**src/verilog/rab_pkg.sv**
```systemverilog
package rab_pkg;

  // ------------------------------
  // wishbone side
  // ------------------------------

  // word address width of the slave port
  localparam int WB_ADDR_W = 4;

  // push register, writes go straight into the fifo
  localparam logic [WB_ADDR_W-1:0] ADDR_DATA = 4'd0;

  // fill level readback, read only
  localparam logic [WB_ADDR_W-1:0] ADDR_STATUS = 4'd1;

  // ------------------------------
  // default sizes
  // ------------------------------

  // payload word width
  localparam int DATA_W_DEF = 32;

  // fifo depth, power of two
  localparam int DEPTH_DEF = 8;

endpackage

```
**src/verilog/fifo_wr_if.sv**
```systemverilog
`timescale 1ns/100ps

interface fifo_wr_if #(
  parameter int DATA_W = rab_pkg::DATA_W_DEF,
  parameter int DEPTH  = rab_pkg::DEPTH_DEF
);

  // one extra bit so a full fifo fits
  localparam int LVL_W = $clog2(DEPTH) + 1;

  // push strobe, word is stored on the same edge
  logic              wr_req;
  logic [DATA_W-1:0] wr_data;

  // status back from the fifo
  logic              full;
  logic [LVL_W-1:0]  level;

  // wishbone writer side
  modport writer (output wr_req, output wr_data, input full, input level);

  // fifo side
  modport fifo (input wr_req, input wr_data, output full, output level);

endinterface

```
**src/verilog/wb_fifo_writer.sv**
```systemverilog
`timescale 1ns/100ps

module wb_fifo_writer #(
  parameter int DATA_W = rab_pkg::DATA_W_DEF,
  parameter int DEPTH  = rab_pkg::DEPTH_DEF
) (
  input  logic                         clk,
  input  logic                         anrst,
  input  logic                         wb_cyc,
  input  logic                         wb_stb,
  input  logic                         wb_we,
  input  logic [rab_pkg::WB_ADDR_W-1:0] wb_adr,
  input  logic [DATA_W-1:0]            wb_dat_w,
  output logic [DATA_W-1:0]            wb_dat_r,
  output logic                         wb_ack,
  fifo_wr_if.writer                    wr
);

  import rab_pkg::*;

  localparam int LVL_W = $clog2(DEPTH) + 1;

  logic              req_active;
  logic              is_data;
  logic              is_status;
  logic              ack_d;
  logic [DATA_W-1:0] dat_r_d;

  // ------------------------------
  // decode
  // ------------------------------

  // no new request in the ack cycle, keeps acks one cycle apart
  assign req_active = wb_cyc && wb_stb && !wb_ack;
  assign is_data    = (wb_adr == ADDR_DATA);
  assign is_status  = (wb_adr == ADDR_STATUS);

  // push goes out with the request, ack follows a cycle later
  assign wr.wr_req  = req_active && wb_we && is_data && !wr.full;
  assign wr.wr_data = wb_dat_w;

  always_comb begin
    ack_d   = req_active;
    dat_r_d = '0;
    // full fifo stalls a data write until space opens
    if (wb_we && is_data && wr.full) begin
      ack_d = 1'b0;
    end
    // level readback, zero extended
    if (!wb_we && is_status) begin
      dat_r_d = {{(DATA_W-LVL_W){1'b0}}, wr.level};
    end
  end

  // ------------------------------
  // registered response
  // ------------------------------

  always_ff @(posedge clk or negedge anrst) begin
    if (!anrst) begin
      wb_ack <= 1'b0;
    end else begin
      wb_ack <= ack_d;
    end
  end

  // read data goes out alongside ack
  always_ff @(posedge clk) begin
    if (ack_d) begin
      wb_dat_r <= dat_r_d;
    end
  end

  // master holds the cycle until it sees ack
  ack_in_cycle_a: assert property (@(posedge clk) disable iff (!anrst)
    wb_ack |-> (wb_cyc && wb_stb));

endmodule

```
**src/verilog/fwft_fifo.sv**
```systemverilog
`timescale 1ns/100ps

module fwft_fifo #(
  parameter int DATA_W = rab_pkg::DATA_W_DEF,
  parameter int DEPTH  = rab_pkg::DEPTH_DEF
) (
  input  logic              clk,
  input  logic              anrst,
  // read side, first word falls through
  input  logic              fifo_r_req,
  output logic [DATA_W-1:0] fifo_r_data,
  output logic              fifo_empty,
  // write side
  fifo_wr_if.fifo           wr
);

  // pointers wrap on their own, depth is a power of two
  localparam int PTR_W = $clog2(DEPTH);
  localparam int LVL_W = PTR_W + 1;

  logic [DATA_W-1:0] mem [DEPTH];
  logic [PTR_W-1:0]  wr_ptr;
  logic [PTR_W-1:0]  rd_ptr;
  logic [LVL_W-1:0]  level;
  logic              push;
  logic              pop;

  // ------------------------------
  // flags
  // ------------------------------

  assign wr.full    = (level == LVL_W'(DEPTH));
  assign fifo_empty = (level == '0);
  assign wr.level   = level;

  // guarded so a stray strobe cannot corrupt pointers
  assign push = wr.wr_req && !wr.full;
  assign pop  = fifo_r_req && !fifo_empty;

  // ------------------------------
  // storage
  // ------------------------------

  always_ff @(posedge clk) begin
    if (push) begin
      mem[wr_ptr] <= wr.wr_data;
    end
  end

  // head word, visible whenever not empty
  assign fifo_r_data = mem[rd_ptr];

  // ------------------------------
  // pointers and level
  // ------------------------------

  always_ff @(posedge clk or negedge anrst) begin
    if (!anrst) begin
      wr_ptr <= '0;
      rd_ptr <= '0;
    end else begin
      if (push) begin
        wr_ptr <= wr_ptr + 1'b1;
      end
      if (pop) begin
        rd_ptr <= rd_ptr + 1'b1;
      end
    end
  end

  // level only moves when exactly one side acts
  always_ff @(posedge clk or negedge anrst) begin
    if (!anrst) begin
      level <= '0;
    end else begin
      case ({push, pop})
        2'b10: begin
          level <= level + 1'b1;
        end
        2'b01: begin
          level <= level - 1'b1;
        end
        default: begin
          level <= level;
        end
      endcase
    end
  end

  // read-ahead buffer only pops a non-empty fifo
  no_pop_empty_a: assert property (@(posedge clk) disable iff (!anrst)
    fifo_r_req |-> !fifo_empty);

  // wishbone writer respects back-pressure
  no_push_full_a: assert property (@(posedge clk) disable iff (!anrst)
    wr.wr_req |-> !wr.full);

endmodule

```
**src/verilog/read_ahead_buf.sv**
```systemverilog
`timescale 1ns/100ps

module read_ahead_buf #(
  parameter int DATA_W = rab_pkg::DATA_W_DEF
) (
  input  logic              clk,
  input  logic              anrst,
  // fifo read port
  output logic              fifo_r_req,
  input  logic [DATA_W-1:0] fifo_r_data,
  input  logic              fifo_empty,
  // consumer read port
  input  logic              rd_req,
  output logic [DATA_W-1:0] rd_data,
  output logic              rd_empty
);

  logic              fifo_empty_d;
  logic              fifo_empty_fall;
  logic              buf_empty;
  logic              phantom_read;
  logic              normal_read;
  logic              depletion;
  logic [DATA_W-1:0] buf_data;

  // ------------------------------
  // fifo empty edge detect
  // ------------------------------

  // starts high, fifo is empty out of reset
  always_ff @(posedge clk or negedge anrst) begin
    if (!anrst) begin
      fifo_empty_d <= 1'b1;
    end else begin
      fifo_empty_d <= fifo_empty;
    end
  end

  assign fifo_empty_fall = fifo_empty_d && !fifo_empty;

  // ------------------------------
  // read decisions
  // ------------------------------

  // first word after an empty spell moves into the buffer unasked
  assign phantom_read = fifo_empty_fall && buf_empty;

  // refill buffer behind each consumer read
  assign normal_read = rd_req && !fifo_empty;

  // last buffered word leaves, nothing behind it
  assign depletion = rd_req && fifo_empty;

  assign fifo_r_req = phantom_read || normal_read;

  // early empty when the request takes the last word
  assign rd_empty = buf_empty || depletion;

  // buffer occupancy flag
  always_ff @(posedge clk or negedge anrst) begin
    if (!anrst) begin
      buf_empty <= 1'b1;
    end else if (phantom_read) begin
      buf_empty <= 1'b0;
    end else if (depletion) begin
      buf_empty <= 1'b1;
    end
  end

  // ------------------------------
  // data path
  // ------------------------------

  // buffered word, loaded on every pop
  always_ff @(posedge clk) begin
    if (fifo_r_req) begin
      buf_data <= fifo_r_data;
    end
  end

  // output holding register
  // normal read or depletion both hand the buffered word out
  always_ff @(posedge clk or negedge anrst) begin
    if (!anrst) begin
      rd_data <= '0;
    end else if (normal_read || depletion) begin
      rd_data <= buf_data;
    end
  end

  // consumer only reads while a word sits in the buffer
  rd_when_ready_a: assert property (@(posedge clk) disable iff (!anrst)
    rd_req |-> !buf_empty);

endmodule

```
**src/verilog/rab_stream_top.sv**
```systemverilog
`timescale 1ns/100ps

module rab_stream_top #(
  parameter int DATA_W = rab_pkg::DATA_W_DEF,
  parameter int DEPTH  = rab_pkg::DEPTH_DEF
) (
  input  logic                         clk,
  input  logic                         anrst,
  // wishbone classic slave
  input  logic                         wb_cyc,
  input  logic                         wb_stb,
  input  logic                         wb_we,
  input  logic [rab_pkg::WB_ADDR_W-1:0] wb_adr,
  input  logic [DATA_W-1:0]            wb_dat_w,
  output logic [DATA_W-1:0]            wb_dat_r,
  output logic                         wb_ack,
  // consumer read port
  input  logic                         rd_req,
  output logic [DATA_W-1:0]            rd_data,
  output logic                         rd_empty
);

  // fifo to read-ahead buffer
  logic              fifo_r_req;
  logic [DATA_W-1:0] fifo_r_data;
  logic              fifo_empty;

  // writer to fifo
  fifo_wr_if #(.DATA_W(DATA_W), .DEPTH(DEPTH)) wr_if ();

  // ------------------------------
  // wishbone push side
  // ------------------------------

  wb_fifo_writer #(.DATA_W(DATA_W), .DEPTH(DEPTH)) writer_i (
    .clk      (clk),
    .anrst    (anrst),
    .wb_cyc   (wb_cyc),
    .wb_stb   (wb_stb),
    .wb_we    (wb_we),
    .wb_adr   (wb_adr),
    .wb_dat_w (wb_dat_w),
    .wb_dat_r (wb_dat_r),
    .wb_ack   (wb_ack),
    .wr       (wr_if.writer)
  );

  // ------------------------------
  // storage and read side
  // ------------------------------

  fwft_fifo #(.DATA_W(DATA_W), .DEPTH(DEPTH)) fifo_i (
    .clk         (clk),
    .anrst       (anrst),
    .fifo_r_req  (fifo_r_req),
    .fifo_r_data (fifo_r_data),
    .fifo_empty  (fifo_empty),
    .wr          (wr_if.fifo)
  );

  read_ahead_buf #(.DATA_W(DATA_W)) rab_i (
    .clk         (clk),
    .anrst       (anrst),
    .fifo_r_req  (fifo_r_req),
    .fifo_r_data (fifo_r_data),
    .fifo_empty  (fifo_empty),
    .rd_req      (rd_req),
    .rd_data     (rd_data),
    .rd_empty    (rd_empty)
  );

endmodule

```
**config.mk**
```make
export PLATFORM = sky130hd
export DESIGN_NAME = rab_stream_top
export DESIGN_NICKNAME = d
export VERILOG_FILES = /design/src/verilog/rab_pkg.sv /design/src/verilog/fifo_wr_if.sv /design/src/verilog/wb_fifo_writer.sv /design/src/verilog/fwft_fifo.sv /design/src/verilog/read_ahead_buf.sv /design/src/verilog/rab_stream_top.sv
export SDC_FILE = /design/constraint.sdc
export NUM_CORES = 1
export LEC_CHECK = 0
export BUFFER_PORTS_ARGS = -buffer_cell sky130_fd_sc_hd__buf_2
export CORE_ASPECT_RATIO = 0.7
export CORE_MARGIN = 2
export CORE_UTILIZATION = 40
export CTS_CLUSTER_SIZE = 40
export DETAILED_ROUTE_END_ITERATION = 8
export PLACE_DENSITY = 0.55
export SETUP_SLACK_MARGIN = 0.02
export SLEW_MARGIN = 20
export SYNTH_ARGS = -nofsm -noshare
export SYNTH_HDL_FRONTEND = slang
export SYNTH_SLANG_ARGS = --single-unit
```
**constraint.sdc**
```tcl
create_clock -name clk -period 4.36 [get_ports clk]
set_clock_uncertainty 0.2 [all_clocks]
set_input_delay 0.218 -clock clk [delete_from_list [all_inputs] [get_ports clk]]
set_output_delay 0.218 -clock clk [all_outputs]
set_load 0.05 [all_outputs]
```
* After elaboration in Yosys (flattened, before gate mapping)
Memories as Yosys holds them, arrays and structs flattened. A register that Yosys moved wholly into a read port is not among the register bits.
Index checks and enable logic that the tools add are counted.
** Storage, ports and cells
- Flip-flop bits (word level) :: 77
- Word-level logic and storage cells :: 49
- RAM bits :: 256
- Bits in latches :: 0
- Bits in read-only memories :: 0
- Memories kept :: 1
** Memory list
- fifo_i.mem :: depth 8, width 32, rd ports 1, clocked after memory_dff 1, wr ports 1, line fwft_fifo.sv:21 : logic [DATA_W-1:0] mem [DEPTH];
** Operators by class
- Shifts and indexed selects :: 0
- Multiply operators :: 0
- Reductions and logical operators :: 25
- Bitwise gates (word level) :: 0
- Magnitude comparators :: 0
- Add/sub/neg operators :: 4
- Muxes and demuxes :: 6
- Div/mod/pow operators :: 0
- Equality and inequality tests :: 4
** Operators by type and width (number)
- $logic_and 1x1->1 :: 14
- $logic_not 4->1 :: 2
- $pmux 4 s2 :: 1
- $add 3x1->3 const B :: 2
- $mux 1 :: 5
- $add 4x1->4 const B :: 1
- $eq 4x1->1 const B :: 1
- $eq 4x4->1 const B :: 1
- $logic_not 1->1 :: 4
- $reduce_bool 2->1 :: 2
- $sub 4x1->4 const B :: 1
- $logic_or 1x1->1 :: 3
- $eq 2x1->1 const B :: 1
- $eq 2x2->1 const B :: 1

* Depth between registers and ports, before layout
Gate-level depths: netlist of run 1.
- Depth in word-level cells :: 8
- Mapped depth :: 9
- Depth with buffers taken out :: 9

* Hierarchy
A second synthesis of run 1 with hierarchy kept.
** Unflattened totals
- Cells, all modules :: 621
- Area total of the unflattened synthesis :: 13412.9 µm²
** By module, submodules not included
- fwft_fifo :: instances 1, area each 10347.4 µm², sequential area each 7937.6 µm², cells each 437
- read_ahead_buf :: instances 1, area each 2372.3 µm², sequential area each 1814.2 µm², cells each 109
- wb_fifo_writer :: instances 1, area each 693.2 µm², sequential area each 145.1 µm², cells each 75

* Worst setup path before layout of run 1
Ideal clock, no wire load.
- Path kind :: register to register
- From :: register writer_i.wb_ack
- To :: memory fifo_i.mem[7][0] (netlist bit) (enable)
- Setup slack :: 0.908 ns
- Clock period less this slack :: 3.452 ns
- Stages on the path, launching flop included :: 5
- Path buffers :: 0
- Data arrival time :: 2.831 ns
- Cell sequence :: dfrtp_1 -> nand3b_1 -> nor4_4 -> nand2_2 -> nor2_1
** Between the ends
- Word-level cells in the longest chain between the ends :: 8
** RTL lines
- from (decl) :: line wb_fifo_writer.sv:15 : output logic wb_ack,
- from (signal assigned) :: line wb_fifo_writer.sv:63 : wb_ack <= ack_d;
- $logic_not 1->1 :: line wb_fifo_writer.sv:34 : assign req_active = wb_cyc && wb_stb && !wb_ack;
- $logic_and 1x1->1 :: line wb_fifo_writer.sv:34
- $logic_and 1x1->1 (3 in series) :: line wb_fifo_writer.sv:39 : assign wr.wr_req = req_active && wb_we && is_data && !wr.full;
- $logic_and 1x1->1 :: line fwft_fifo.sv:37 : assign push = wr.wr_req && !wr.full;
- $mux 1 :: line fwft_fifo.sv:45 : if (push) begin
- $mux 1 (implied by the code) :: line fwft_fifo.sv:46 : mem[wr_ptr] <= wr.wr_data;
- to (decl) :: line fwft_fifo.sv:21
No other way between the ends.

* Worst setup path in the final report of run 1
- From :: input wb_adr[2] (netlist bit)
- To :: memory fifo_i.mem[1][2] (netlist bit) (enable)
** Between the ends
- Word-level cells in the longest chain between the ends :: 6
** RTL lines
- from (decl) :: line rab_stream_top.sv:13 : input logic [rab_pkg::WB_ADDR_W-1:0] wb_adr,
- $logic_not 4->1 :: line wb_fifo_writer.sv:35 : assign is_data = (wb_adr == ADDR_DATA);
- $logic_and 1x1->1 (2 in series) :: line wb_fifo_writer.sv:39
- $logic_and 1x1->1 :: line fwft_fifo.sv:37
- $mux 1 :: line fwft_fifo.sv:45
- $mux 1 (implied by the code) :: line fwft_fifo.sv:46
No other way between the ends.

==> results of run 1 <==
how the worst min path moves through the flow:
stage	from	cells after the start	end	slack (ns)
3_3_place_gp	anrst	1	rab_i.rd_data[6]	-0.08
2_1_floorplan	anrst	0	fifo_i.rd_ptr[0]	-0.28
6_report	wb_adr[0]	4	fifo_i.wr_ptr[0]	0.06
4_1_cts	wb_adr[0]	4	fifo_i.wr_ptr[0]	0.04
3_5_place_dp	anrst	1	rab_i.rd_data[5]	-0.08
5_1_grt	wb_adr[0]	4	fifo_i.wr_ptr[0]	0.07
per-layer routing:
| metal | part of all wire [%] | routed length (microns) | global-route usage, % | vias to the layer above |
|---|---|---|---|---|
| met5 | 0 | 0 | 0 | - |
| met4 | 1.5 | 357 | 4.049 | 0 |
| met3 | 6.0 | 1466 | 2.987 | 32 |
| met2 | 47 | 11630 | 23.75 | 160 |
| met1 | 45 | 11170 | 21.82 | 3006 |
| li1 | - | - | - | 2566 |
sequential cells by signal, summed over array words and instances (netlist names):
name and cells:
rab_i.buf_empty 1, writer_i.wb_dat_r 4, writer_i.wb_ack 1, rab_i.rd_data 32, fifo_i.mem 256, fifo_i.rd_ptr 3
rab_i.buf_data 32, fifo_i.wr.level 4, fifo_i.wr_ptr 3, rab_i.fifo_empty_d 1
power by group:
group | internal [mW] | switching [mW]
registers | 3.95 | 0.398
clock network | 1.57 | 1.15
logic | 1.09 | 1.30
total | 6.61 | 2.85
layout make-up:
cell class	count	area share, %
flip-flops and latches	337	64.88
multi-input cells	212	18.21
repair buffers	131	6.557
clock buffers	48	6.189
well taps	420	3.443
clock inverters	13	0.5984
inverters	5	0.1230
critical path, cell delays in order:
cell	delay, ns
dlygate4sd3_1	0.53
buf_2	0.12
or3_4	0.33
dlygate4sd3_1	0.61
nor4_4	0.59
nand2_2	0.28
nor3_4	0.69
buf_12	0.28
metrics by stage:
step / power, mW / utilization [%] / worst slack [ns] / hold WS, ns / cell area (sq um)
3_3_place_gp: 6.771 / 43.70 / 1.219 / -0.08163 / 13730
3_5_place_dp: 6.808 / 43.70 / 1.178 / -0.07598 / 13730
5_1_grt: 9.893 / 48.59 / 0.5311 / 0.07067 / 15260
2_1_floorplan: 6.210 / - / 0.9085 / -0.2776 / 12970
4_1_cts: 9.590 / 48.24 / 0.6045 / 0.03911 / 15150
6_report: 9.455 / 48.59 / 0.6848 / 0.05693 / 15260
cells in the final DEF (no fill, tap or decap), types with 2 or more instances in the layout:
| master | synthesis | layout |
|---|---|---|
| a21oi_1 | 4 | 4 |
| and2_1 | 4 | 4 |
| buf_12 | 0 | 3 |
| buf_16 | 0 | 4 |
| buf_2 | 2 | 79 |
| buf_4 | 29 | 6 |
| clkbuf_1 | 11 | 11 |
| clkbuf_16 | 0 | 35 |
| clkbuf_8 | 0 | 2 |
| clkinv_1 | 0 | 4 |
| clkinv_2 | 0 | 6 |
| conb_1 | 1 | 28 |
| dfrtp_1 | 43 | 40 |
| dfrtp_2 | 0 | 2 |
| dfstp_2 | 2 | 2 |
| dlygate4sd3_1 | 0 | 39 |
| edfxtp_1 | 292 | 292 |
| ha_1 | 5 | 5 |
| inv_1 | 5 | 5 |
| mux2_2 | 65 | 65 |
| mux4_2 | 64 | 64 |
| nand2_1 | 4 | 4 |
| nand2b_1 | 3 | 3 |
| nor2_1 | 9 | 2 |
| nor2_4 | 0 | 7 |
| nor3_4 | 0 | 2 |
| nor4_4 | 2 | 2 |
| xnor2_1 | 3 | 3 |
| xor2_1 | 4 | 4 |
kinds of logic (layout without fill, tap and decap cells):
logic type / count (synthesis) / in the layout / share of synthesized area (%)
DFF: 337 / 337 / 76.92
muxes: 131 / 131 / 17.09
buffers and inverters: 55 / 197 / 2.762
and+or+nand+nor: 33 / 33 / 1.770
AOI/OAI and AO/OA: 7 / 7 / 0.3112
xor gates and xnor gates: 7 / 7 / 0.4765
adders and majority gates: 6 / 6 / 0.6418
other: 1 / 28 / 0.02915
==> tab_implementation.tex, run 1 <==
\begin{tabular}{lr}
\hline
Metric & Value \\
\hline
\multicolumn{2}{l}{\textbf{GRT}} \\
\quad Largest net degree at the start of global routing & 41 \\
\quad Wire length of the first global-routing pass & 38100 microns \\
\quad Grt total ovfl & 0 \\
\quad Vias in the first global route & roughly 6300 \\
\quad Number of antenna violations at the first check in global routing & 0 \\
\quad GRT Overall Usage & 15.17\% \\
\multicolumn{2}{l}{\textbf{Synth}} \\
\quad Synthesized instance count & 577 \\
\quad Count of distinct cell types in the synthesized netlist & 37 \\
\quad Async set-or-reset flop fraction in the synthesized netlist & 13.35\% \\
\quad Number of synthesized register bits & 337 \\
\quad Commonest cells in the synthesized netlist & 292 x edfxtp\_1, 65 x mux2\_2, 64 x mux4\_2 \\
\quad Post-Syn Area & roughly 13000 sq um \\
\quad Top cell type by total area after synthesis & edfxtp\_1 \\
\quad Synthesis Warnings & 0 \\
\quad EDFF count, synth & 292 \\
\quad Sequential-to-total area share from yosys stat & 76.92\% \\
\quad Synthesized area divided by synthesized cell count & 22.30 sq um \\
\quad Yosys top cell area share & 68.15\% \\
\quad Leading cell types by total area after synthesis & edfxtp\_1 68\%, mux4\_2 11\%, dfrtp\_1 8.4\%, mux2\_2 5.7\%, buf\_4 1.7\% \\
\quad Most used DFF post-synth & edfxtp\_1 \\
\quad Most frequently used cell type in the post-synthesis netlist & edfxtp\_1 \\
\multicolumn{2}{l}{\textbf{Clocking}} \\
\quad Total number of H-tree levels & 2 \\
\quad CTS tree & done \\
\quad Number of setup buffers added after CTS & 0 \\
\quad Hold-fix buffers at CTS & 39 \\
\quad Buffer levels on the longest clock path & 3 \\
\quad Number of buffers created by CTS & 34 \\
\quad Clock insertion delay at the later pin of the skew report & slightly above 0.5 ns \\
\quad Clock transition at the register clock pins on the worst setup and hold paths after CTS & 0.06 ns \\
\quad CTS sink count & 337 \\
\quad Resized cells post-CTS & 0 \\
\quad Root Driver & clkbuf\_16 \\
\multicolumn{2}{l}{\textbf{Placed design}} \\
\quad Port Buffer Count & 79 \\
\quad Placed insts & 1062 \\
\quad Final RePlAce weighted congestion & 0.6969 \\
\quad Sum of net half-perimeters after detailed placement & 14220 microns \\
\multicolumn{2}{l}{\textbf{Critical path}} \\
\quad Worst-path fanout max & 21 \\
\quad Worst flop-to-flop path endpoint & fifo\_i.mem[1][2] \\
\quad Worst reg2reg startpoint & writer\_i.wb\_ack \\
\quad Startpoint Class & primary input \\
\quad Category of the critical setup timing path & primary input to register \\
\quad Critical path destination & fifo\_i.mem[1][2] \\
\quad Slack of the worst reg-to-reg path & 1.36 ns \\
\quad Critical Path Sink Type & register \\
\quad Source of the critical timing path & wb\_adr[2] \\
\quad CP Data Required Time & 4.36 ns \\
\quad CP Data Arrival Time & 3.67 ns \\
\quad Worst-case reg-to-reg path depth & 5 \\
\multicolumn{2}{l}{\textbf{Drt}} \\
\quad Total via count in the routed design & just under 6000 \\
\quad Total DRC errors in the routed layout & 0 \\
\quad Routed wire per std cell & 21.11 microns \\
\quad Number of nets with antenna violations after detailed routing & 0 \\
\quad Initial DRC count & 504 \\
\quad WL final & approximately 25000 microns \\
\quad Initial DRT Pass Iterations & 4 \\
\quad Via/cell ratio & just under 5 \\
\multicolumn{2}{l}{\textbf{Power and ir drop}} \\
\quad Total power density per cell area & 619.4 nW/um\^{}2 \\
\quad Static leakage & 5.191 nW \\
\quad Maximum VDD drop & 290.6 uV \\
\multicolumn{2}{l}{\textbf{Die}} \\
\quad I/O pin count & roughly 110 \\
\quad Cell Rows & between 50 and 60 \\
\quad Core area & 31420 sq um \\
\quad Horizontal die dimension & 218.4 microns \\
\quad Die Span Y & 154.1 microns \\
\quad Starting utilization of the core area & 40.95\% \\
\quad Area of the die & 33640 sq um \\
\multicolumn{2}{l}{\textbf{Finish}} \\
\quad Growth of design area from synthesis to finish & 18.64\% \\
\quad Number of standard cells in the layout, taps in and fillers out & 1166 \\
\quad Antenna diode count & 0 \\
\quad Layout cell share with drive strength beyond 1 & 38.61\% \\
\quad Number of fill cells in the layout & 2594 \\
\quad Area of the multi-input gates & 2780 sq um \\
\quad \# nets final & 769 \\
\quad Combined flip-flop and latch cell area & 9903 sq um \\
\multicolumn{2}{l}{\textbf{STA}} \\
\quad Slew margin rel. & 30.02\% \\
\quad Maximum achievable frequency & 0.2721 GHz \\
\quad Setup violation total in the final timing report & 0 \\
\quad Slew at the pin with the worst max-slew slack & roughly 1.0 ns \\
\quad Total count of hold-check failures in the final report & 0 \\
\quad Setup repair after global routing missed its margin & no \\
\quad Final critical-path required period & $\sim$3.7 ns \\
\quad Final cycle utilization of the critical path & 84.29\% \\
\quad Setup TNS & 0 ns \\
\quad Final slew viol count & 0 \\
\multicolumn{2}{l}{\textbf{Job}} \\
\quad Number of maximum-capacitance constraint violations & 0 \\
\multicolumn{2}{l}{\textbf{Status}} \\
\quad Run status & complete, no violations \\
\multicolumn{2}{l}{\textbf{Worst hold path}} \\
\quad Type of the most critical hold path & primary input to register \\
\hline
\end{tabular}
No activity file was read; power rests on OpenSTA's default activity.
==> run 2, diff against run 1 <==
==> constraint.sdc (replaced) <==
create_clock -name clk -period 3.52 [get_ports clk]
set_clock_uncertainty 0.2 [all_clocks]
set_input_delay 0.176 -clock clk [delete_from_list [all_inputs] [get_ports clk]]
set_output_delay 0.176 -clock clk [all_outputs]
set_load 0.05 [all_outputs]
==> run 2 against run 1 <==
Global-route usage increased by 0.072 points. Sequential cell count unchanged. Final cell count increased by 0.60%. Via count increased by 0.83%. Register-to-register slack got worse by 0.60 ns. Clock power increased by 44%. Worst setup slack improved by 0.042 ns. Wire length increased by 0.74%. Largest cell class unchanged. Largest power group unchanged.
==> tab_implementation.tex, run 2 (same netlist as run 1, synthesis figures left out) <==
\begin{tabular}{lr}
\hline
Metric & Value \\
\hline
\multicolumn{2}{l}{\textbf{Finish}} \\
\quad Number of fill cells in the layout & 2562 (-1.2\%) \\
\quad Growth of design area from synthesis to finish & 20.44\% \\
\quad Register with the most flip-flops & fifo\_i.mem \\
\quad Combined flip-flop and latch cell area & 9903 sq um (unchanged) \\
\quad Layout cell share with drive strength beyond 1 & 40.37\% (+1.8 points) \\
\quad Antenna diode count & 0 (unchanged) \\
\quad Registers with the most flip-flops & fifo\_i.mem x256, rab\_i.buf\_data x32, rab\_i.rd\_data x32 \\
\quad Max reg flops & 256 (unchanged) \\
\quad Most common cell after layout, fill and taps aside & edfxtp\_1 \\
\quad Area of the multi-input gates & 2780 sq um (unchanged) \\
\quad Core occupancy in the finished layout & 49.32\% (+0.74 points) \\
\quad \# nets final & 774 (+0.65\%) \\
\quad Highest-count cells in the layout ignoring fill and taps & 292 x edfxtp\_1, 79 x buf\_2, 65 x mux2\_2 \\
\multicolumn{2}{l}{\textbf{Placed design}} \\
\quad Sum of net half-perimeters after detailed placement & 14440 microns (+1.6\%) \\
\quad Worst setup slack after placement & 0.5796 ns (-0.5979 ns) \\
\quad Port Buffer Count & 79 (unchanged) \\
\quad Final RePlAce weighted congestion & 0.7338 (+5.3\%) \\
\multicolumn{2}{l}{\textbf{Die}} \\
\quad I/O pin count & 108 (unchanged) \\
\quad Cell Rows & 54 (unchanged) \\
\quad Starting utilization of the core area & 40.95\% (unchanged) \\
\quad Area of the die & 33640 sq um (unchanged) \\
\quad Die Span Y & 154.1 microns (unchanged) \\
\quad Core area & 31420 sq um (unchanged) \\
\quad Horizontal die dimension & 218.4 microns (unchanged) \\
\multicolumn{2}{l}{\textbf{GRT}} \\
\quad Wire length of the first global-routing pass & 38050 microns (-0.14\%) \\
\quad GRT Overall Usage & 15.24\% (+0.072 points) \\
\quad Largest net degree at the start of global routing & 34 (-17\%) \\
\quad Number of antenna violations at the first check in global routing & 0 (unchanged) \\
\quad Vias in the first global route & 6253 (-0.67\%) \\
\quad Grt total ovfl & 0 (unchanged) \\
\multicolumn{2}{l}{\textbf{STA}} \\
\quad Least setup slack across all paths after layout & 0.7267 ns (+0.04186 ns) \\
\quad Setup violation total in the final timing report & 0 (unchanged) \\
\quad Total count of hold-check failures in the final report & 0 (unchanged) \\
\quad Setup repair after global routing missed its margin & no \\
\quad Maximum achievable frequency & 0.3580 GHz \\
\quad Setup TNS & 0 ns (unchanged) \\
\quad Final slew viol count & 0 (unchanged) \\
\quad Final cycle utilization of the critical path & 79.35\% \\
\quad Final critical-path required period & roughly 2.8 ns \\
\quad Slew margin rel. & 31.24\% (+1.2 points) \\
\quad Slew at the pin with the worst max-slew slack & 1.031 ns (-0.01840 ns) \\
\multicolumn{2}{l}{\textbf{Worst hold path}} \\
\quad Type of the most critical hold path & primary input to register \\
\quad Min-Delay Path Depth & 3 (-1) \\
\multicolumn{2}{l}{\textbf{Critical path}} \\
\quad Worst-path fanout max & 4 (-81\%) \\
\quad Category of the critical setup timing path & primary input to register \\
\quad CP cell instances & dlygate4sd3\_1, buf\_2, or3\_4, nor4\_4, inv\_1, ha\_1, ha\_1, a21oi\_1, a21oi\_1, nor3\_1, xor2\_1 \\
\quad CP Data Required Time & 3.76 ns (-0.60 ns) \\
\quad Worst-case reg-to-reg path depth & 9 (+4) \\
\quad Worst flop-to-flop path endpoint & fifo\_i.wr.level[3] \\
\quad CP Data Arrival Time & 3.03 ns (-0.64 ns) \\
\quad Source of the critical timing path & wb\_adr[2] \\
\quad Slack of the worst reg-to-reg path & 0.76 ns (-0.60 ns) \\
\quad Worst reg2reg startpoint & writer\_i.wb\_ack \\
\quad Startpoint Class & primary input \\
\quad Critical path destination & fifo\_i.wr.level[3] \\
\quad Slowest stage delay, CP & 0.54 ns (-0.15 ns) \\
\quad Cell at the slowest stage of the critical path & dlygate4sd3\_1 \\
\quad Critical Path Sink Type & register \\
\multicolumn{2}{l}{\textbf{Power and ir drop}} \\
\quad Static leakage & 5.312 nW (+2.3\%) \\
\quad Total power density per cell area & 789.2 nW/um\^{}2 (+27\%) \\
\quad Maximum VDD drop & 359.2 uV (+24\%) \\
\multicolumn{2}{l}{\textbf{Drt}} \\
\quad Initial DRC count & 324 (-36\%) \\
\quad Total via count in the routed design & 5812 (+0.83\%) \\
\quad Initial DRT Pass Iterations & 4 (unchanged) \\
\quad Routed wire per std cell & 21.14 microns (+0.14\%) \\
\quad Via/cell ratio & 4.955 (+0.23\%) \\
\quad Total DRC errors in the routed layout & 0 (unchanged) \\
\quad Number of nets with antenna violations after detailed routing & 0 (unchanged) \\
\quad WL final & 24800 microns (+0.74\%) \\
\multicolumn{2}{l}{\textbf{Status}} \\
\quad Run status & complete, no violations \\
\multicolumn{2}{l}{\textbf{Clocking}} \\
\quad Clock insertion delay at the later pin of the skew report & 0.52 ns (about the same) \\
\quad Root Driver & clkbuf\_16 \\
\quad Number of buffers created by CTS & 35 (+2.9\%) \\
\quad CTS tree & done \\
\quad Clock transition at the register clock pins on the worst setup and hold paths after CTS & 0.06 ns (about the same) \\
\quad Buffer levels on the longest clock path & 3 (unchanged) \\
\quad CTS sink count & 337 (unchanged) \\
\quad Total number of H-tree levels & 2 (unchanged) \\
\multicolumn{2}{l}{\textbf{Job}} \\
\quad Number of maximum-capacitance constraint violations & 0 (unchanged) \\
\hline
\end{tabular}
## run 2: worst min-delay path by stage
stage	start	endpoint	slack [ns]
2_1_floorplan	anrst	fifo_i.rd_ptr[0]	-0.32
6_report	wb_adr[0]	writer_i.wb_dat_r[1]	0.04
5_1_grt	wb_adr[0]	writer_i.wb_dat_r[2]	0.03
3_3_place_gp	anrst	rab_i.rd_data[5]	0.15
3_5_place_dp	anrst	rab_i.rd_data[5]	0.16
4_1_cts	wb_adr[0]	writer_i.wb_dat_r[1]	0.02
## run 2: critical path: cells and delay by family
| kind | cells | cell delay [ns] |
|---|---|---|
| AO/OA/AOI/OAI | 2 | 0.29 |
| XOR/XNOR | 1 | 0.16 |
| adder cells (fa/ha/maj) | 2 | 0.58 |
| buffers and inverters | 3 | 0.75 |
| AND/OR/NAND/NOR | 3 | 1.08 |
## run 2: what timing repair did
| action | in CTS | in global routing |
|---|---|---|
| hold endpoints to repair | 295 | 0 |
| setup buffers | 0 | 0 |
| hold buffers | 39 | 0 |
| resized for setup | 0 | 0 |
## run 2: area by class of cell
cell class,instances,area share [%]
flip-flops and latches,337,63.91
clock buffers,43,6.241
repair buffers,135,6.621
clock inverters,21,1.776
multi-input cells,212,17.94
inverters,5,0.1211
well taps,420,3.391
## run 2: through the flow
step,power (mW),area [sq um],hold WS (ns),instances
2_1_floorplan,7.692,12970,-0.3196,604
3_3_place_gp,8.382,13860,0.1538,1070
3_5_place_dp,8.416,13860,0.1633,1070
4_1_cts,12.41,15500,0.02352,1173
5_1_grt,12.78,15500,0.03489,1173
6_report,12.23,15500,0.03608,1173
## run 2: power by group
part	internal [mW]	switching [mW]	leakage [nW]	total, mW
Combinational	1.36	1.61	1.53	2.97
Sequential	4.89	0.463	3.18	5.35
Clock	2.41	1.51	0.609	3.91
Total	8.65	3.58	5.31	12.2
## run 2: per-layer routing
layer,up-vias,GRT usage (%),part of all wire (%)
met5,-,0,0
met4,0,4.341,1.7
met3,35,3.046,5.2
met2,142,23.58,46
met1,3061,22.03,47
li1,2574,-,-
==> run 3, diff against run 2 <==
--- a/config.mk
+++ b/config.mk
@@ -5,13 +5,14 @@
 export SDC_FILE = /design/constraint.sdc
 export NUM_CORES = 1
 export LEC_CHECK = 0
+export ABC_AREA = 1
 export BUFFER_PORTS_ARGS = -buffer_cell sky130_fd_sc_hd__buf_2
 export CORE_ASPECT_RATIO = 0.7
 export CORE_MARGIN = 2
 export CORE_UTILIZATION = 40
 export CTS_CLUSTER_SIZE = 40
 export DETAILED_ROUTE_END_ITERATION = 8
-export PLACE_DENSITY = 0.55
+export PLACE_DENSITY = 0.57
 export SETUP_SLACK_MARGIN = 0.02
 export SLEW_MARGIN = 20
 export SYNTH_ARGS = -nofsm -noshare
==> constraint.sdc (replaced) <==
create_clock -name clk -period 2.45 [get_ports clk]
set_clock_uncertainty 0.2 [all_clocks]
set_input_delay 0.1225 -clock clk [delete_from_list [all_inputs] [get_ports clk]]
set_output_delay 0.1225 -clock clk [all_outputs]
set_load 0.05 [all_outputs]
==> run 3 against run 2 <==
Global-route usage grew 2.7 points. Combinational power grew 88%. Clock-buffer cell count grew 1. Sequential share of layout area shrank 2.2 points.
==> tab_implementation.tex, run 3 <==
\begin{tabular}{lr}
\hline
Metric & Value \\
\hline
\multicolumn{2}{l}{\textbf{GRT}} \\
\quad Largest net degree at the start of global routing & 75 (+120\%) \\
\quad Grt total ovfl & 0 (unchanged) \\
\quad GRT Overall Usage & 17.95\% (+2.7 points) \\
\quad Wire length of the first global-routing pass & 48110 microns (+26\%) \\
\quad Vias in the first global route & 8203 (+31\%) \\
\quad Number of antenna violations at the first check in global routing & 2 (+2) \\
\multicolumn{2}{l}{\textbf{Finish}} \\
\quad Growth of design area from synthesis to finish & 19.01\% \\
\quad Most common cell after layout, fill and taps aside & nand2\_1 \\
\quad Registers with the most flip-flops & fifo\_i.mem x256, rab\_i.buf\_data x32, rab\_i.rd\_data x32 \\
\quad Core occupancy in the finished layout & 48.10\% (-1.2 points) \\
\quad Register with the most flip-flops & fifo\_i.mem \\
\quad Layout cell share with drive strength beyond 1 & 14.21\% (-26 points) \\
\quad Highest-count cells in the layout ignoring fill and taps & 383 x nand2\_1, 292 x edfxtp\_1, 169 x nor2\_1 \\
\quad Max reg flops & 256 (unchanged) \\
\quad \# nets final & 1354 (+75\%) \\
\quad Number of fill cells in the layout & 3059 (+19\%) \\
\multicolumn{2}{l}{\textbf{Critical path}} \\
\quad Slowest stage delay, CP & 0.61 ns (+0.07 ns) \\
\quad Startpoint Class & register \\
\quad Family with the most delay on the worst path & buffers and inverters \\
\quad Worst flop-to-flop path endpoint & writer\_i.wb\_ack \\
\quad Worst path depth & 5 (-6) \\
\quad Worst-case reg-to-reg path depth & 5 (-4) \\
\quad Worst-path fanout max & 5 (+1) \\
\quad CP cell instances & inv\_1, nand3\_1, dlygate4sd3\_1, nor2\_1, dlygate4sd3\_1 \\
\quad Critical path buffer and inverter count & 3 (unchanged) \\
\quad Slack of the worst reg-to-reg path & 0.16 ns (-0.60 ns) \\
\quad Critical Path Sink Type & register \\
\quad Category of the critical setup timing path & register to register \\
\quad CP Data Required Time & 2.69 ns (-1.07 ns) \\
\quad Critical Path Most Common Cell & dlygate4sd3\_1 \\
\quad Worst reg2reg startpoint & writer\_i.wb\_ack \\
\quad CP Data Arrival Time & 2.53 ns (-0.50 ns) \\
\quad Cell at the slowest stage of the critical path & dlygate4sd3\_1 \\
\multicolumn{2}{l}{\textbf{Clocking}} \\
\quad CTS sink count & 337 (unchanged) \\
\quad Clock insertion delay at the later pin of the skew report & 0.53 ns (about the same) \\
\quad Number of buffers created by CTS & 34 (-2.9\%) \\
\quad Buffer levels on the longest clock path & 3 (unchanged) \\
\quad Total number of H-tree levels & 2 (unchanged) \\
\quad Clock transition at the register clock pins on the worst setup and hold paths after CTS & 0.07 ns (about the same) \\
\quad CTS tree & done \\
\quad Root Driver & clkbuf\_16 \\
\multicolumn{2}{l}{\textbf{Power and ir drop}} \\
\quad Net switching power & 6.375 mW (+78\%) \\
\quad Power share of the combinational group & 31.3\% (+7.1 points) \\
\quad Static leakage & 6.328 nW (+19\%) \\
\quad Total power density per cell area & 1111 nW/um\^{}2 (+41\%) \\
\quad Clock network fraction of total power & 27.8\% (-4.2 points) \\
\quad Design Power & 17.82 mW (+46\%) \\
\quad P\_int & 11.45 mW (+32\%) \\
\quad Maximum VDD drop & 676.3 uV (+88\%) \\
\quad Sequential share of power & 40.9\% (-2.9 points) \\
\quad Switching power as a share of total power & 35.77\% (+6.5 points) \\
\multicolumn{2}{l}{\textbf{Drt}} \\
\quad Initial DRC count & 782 (+140\%) \\
\quad WL final & 31000 microns (+25\%) \\
\quad Total DRC errors in the routed layout & 0 (unchanged) \\
\quad Initial DRT Pass Iterations & 4 (unchanged) \\
\quad Total via count in the routed design & 8481 (+46\%) \\
\quad Number of nets with antenna violations after detailed routing & 0 (unchanged) \\
\quad Via/cell ratio & 4.800 (-3.1\%) \\
\quad Routed wire per std cell & 17.54 microns (-17\%) \\
\multicolumn{2}{l}{\textbf{Die}} \\
\quad Die Span Y & 157.6 microns (+2.3\%) \\
\quad Cell Rows & 56 (+3.7\%) \\
\quad Core area & 33350 sq um (+6.2\%) \\
\quad Starting utilization of the core area & 40.41\% (-0.54 points) \\
\quad Horizontal die dimension & 223.4 microns (+2.3\%) \\
\quad Area of the die & 35210 sq um (+4.7\%) \\
\quad I/O pin count & 108 (unchanged) \\
\multicolumn{2}{l}{\textbf{Job}} \\
\quad Number of maximum-capacitance constraint violations & 0 (unchanged) \\
\multicolumn{2}{l}{\textbf{Synth}} \\
\quad Commonest cells in the synthesized netlist & 383 x nand2\_1, 292 x edfxtp\_1, 179 x nor2\_1 \\
\quad Number of synthesized register bits & 337 (unchanged) \\
\quad Most used DFF post-synth & edfxtp\_1 \\
\quad Count of distinct cell types in the synthesized netlist & 26 (-30\%) \\
\quad Top cell type by total area after synthesis & edfxtp\_1 \\
\quad Yosys top cell area share & 65.05\% (-3.1 points) \\
\quad Most frequently used cell type in the post-synthesis netlist & nand2\_1 \\
\quad Post-Syn Area & 13480 sq um (+4.8\%) \\
\quad Synthesis Warnings & 0 (unchanged) \\
\quad EDFF count, synth & 292 (unchanged) \\
\quad Synthesized instance count & 1162 (+100\%) \\
\quad Async set-or-reset flop fraction in the synthesized netlist & 13.35\% (unchanged) \\
\quad Sequential-to-total area share from yosys stat & 73.42\% (-3.5 points) \\
\quad Synthesized area divided by synthesized cell count & 11.60 sq um (-48\%) \\
\quad Leading cell types by total area after synthesis & edfxtp\_1 65\%, nand2\_1 11\%, dfrtp\_1 8.0\%, nor2\_1 5.0\%, o21ai\_0 3.7\% \\
\multicolumn{2}{l}{\textbf{Worst hold path}} \\
\quad Type of the most critical hold path & primary input to register \\
\quad WHS Endpoint & fifo\_i.mem[4][23] \\
\quad Min-Delay Path Depth & 2 (-1) \\
\quad Hold path startpoint & wb\_dat\_w[23] \\
\multicolumn{2}{l}{\textbf{STA}} \\
\quad Setup TNS & 0 ns (unchanged) \\
\quad Final cycle utilization of the critical path & 93.53\% \\
\quad Setup repair after global routing missed its margin & no \\
\quad Slew at the pin with the worst max-slew slack & 0.5783 ns (-0.4531 ns) \\
\quad Final Hold Slack & 0.1962 ns (+0.1601 ns) \\
\quad Least setup slack across all paths after layout & 0.1585 ns (-0.5682 ns) \\
\quad Maximum achievable frequency & 0.4364 GHz \\
\quad Slew margin rel. & 61.45\% (+30 points) \\
\quad Final slew viol count & 0 (unchanged) \\
\quad Total count of hold-check failures in the final report & 0 (unchanged) \\
\quad Final critical-path required period & 2.292 ns \\
\quad Setup violation total in the final timing report & 0 (unchanged) \\
\multicolumn{2}{l}{\textbf{Placed design}} \\
\quad Port Buffer Count & 79 (unchanged) \\
\quad Final RePlAce weighted congestion & 0.7523 (+2.5\%) \\
\quad Sum of net half-perimeters after detailed placement & 16890 microns (+17\%) \\
\quad Worst setup slack after placement & 0.1081 ns (-0.4715 ns) \\
\multicolumn{2}{l}{\textbf{Status}} \\
\quad Run status & complete, no violations \\
\hline
\end{tabular}
-- run 3: cells by family after synthesis --
group                    Yosys count  synth area share (%)
AND/OR/NAND/NOR                  576                 16.20
XOR/XNOR                           5                0.3249
flip-flops                       337                 73.42
adder cells (fa/ha/maj)            6                0.6126
buffers and inverters            104                 4.474
other                              1               0.02782
AO/OA/AOI/OAI                    133                 4.938
-- run 3: through the flow --
| step | cell area [sq um] | instances |
|---|---|---|
| final | 16040 | 1767 |
| after detailed placement | 14530 | 1660 |
| after floorplan | 13600 | 1189 |
| after global routing | 16040 | 1767 |
| after global placement | 14530 | 1660 |
| after CTS | 16030 | 1765 |
-- run 3: repair_timing --
action                                  in CTS  in global routing
endpoints found under the setup margin       0                  1
hold buffers                                45                  0
endpoints found under the hold margin      330                  0
gates resized for setup                      0                  3
buffers inserted                             0                  0
-- run 3: routing by layer --
layer,wire length (microns),track usage (%)
met5,0,0
met4,514,4.603
met3,1560,2.951
met2,13740,27.98
met1,15180,26.35
-- run 3: cell type report --
type,instances,area (sq um),area share (%)
clock inverters,16,108.9,0.6786
multi-input cells,748,3148,19.62
diodes,2,5.005,0.03120
clock buffers,44,939.7,5.858
flip-flops and latches,337,9903,61.73
repair buffers,165,1316,8.205
well taps,435,544.3,3.393
inverters,20,76.32,0.4758
-- run 3: worst max-delay path by stage --
stage                               start                 end
after floorplan           writer_i.wb_ack    fifo_i.mem[0][0]
after global placement    writer_i.wb_ack  fifo_i.wr.level[3]
after detailed placement  writer_i.wb_ack  fifo_i.wr.level[3]
after CTS                 writer_i.wb_ack  fifo_i.wr.level[3]
after global routing      writer_i.wb_ack  fifo_i.wr.level[3]
final                     writer_i.wb_ack     writer_i.wb_ack
-- run 3: power groups by stage --
stage,registers (mW),logic (mW),clock network [mW]
4_1_cts,7.28,5.61,5.09
5_1_grt,7.35,6.25,5.31
3_3_place_gp,7.38,5.49,0
6_report,7.28,5.58,4.96
3_5_place_dp,7.40,5.52,0
2_1_floorplan,8.08,3.36,0
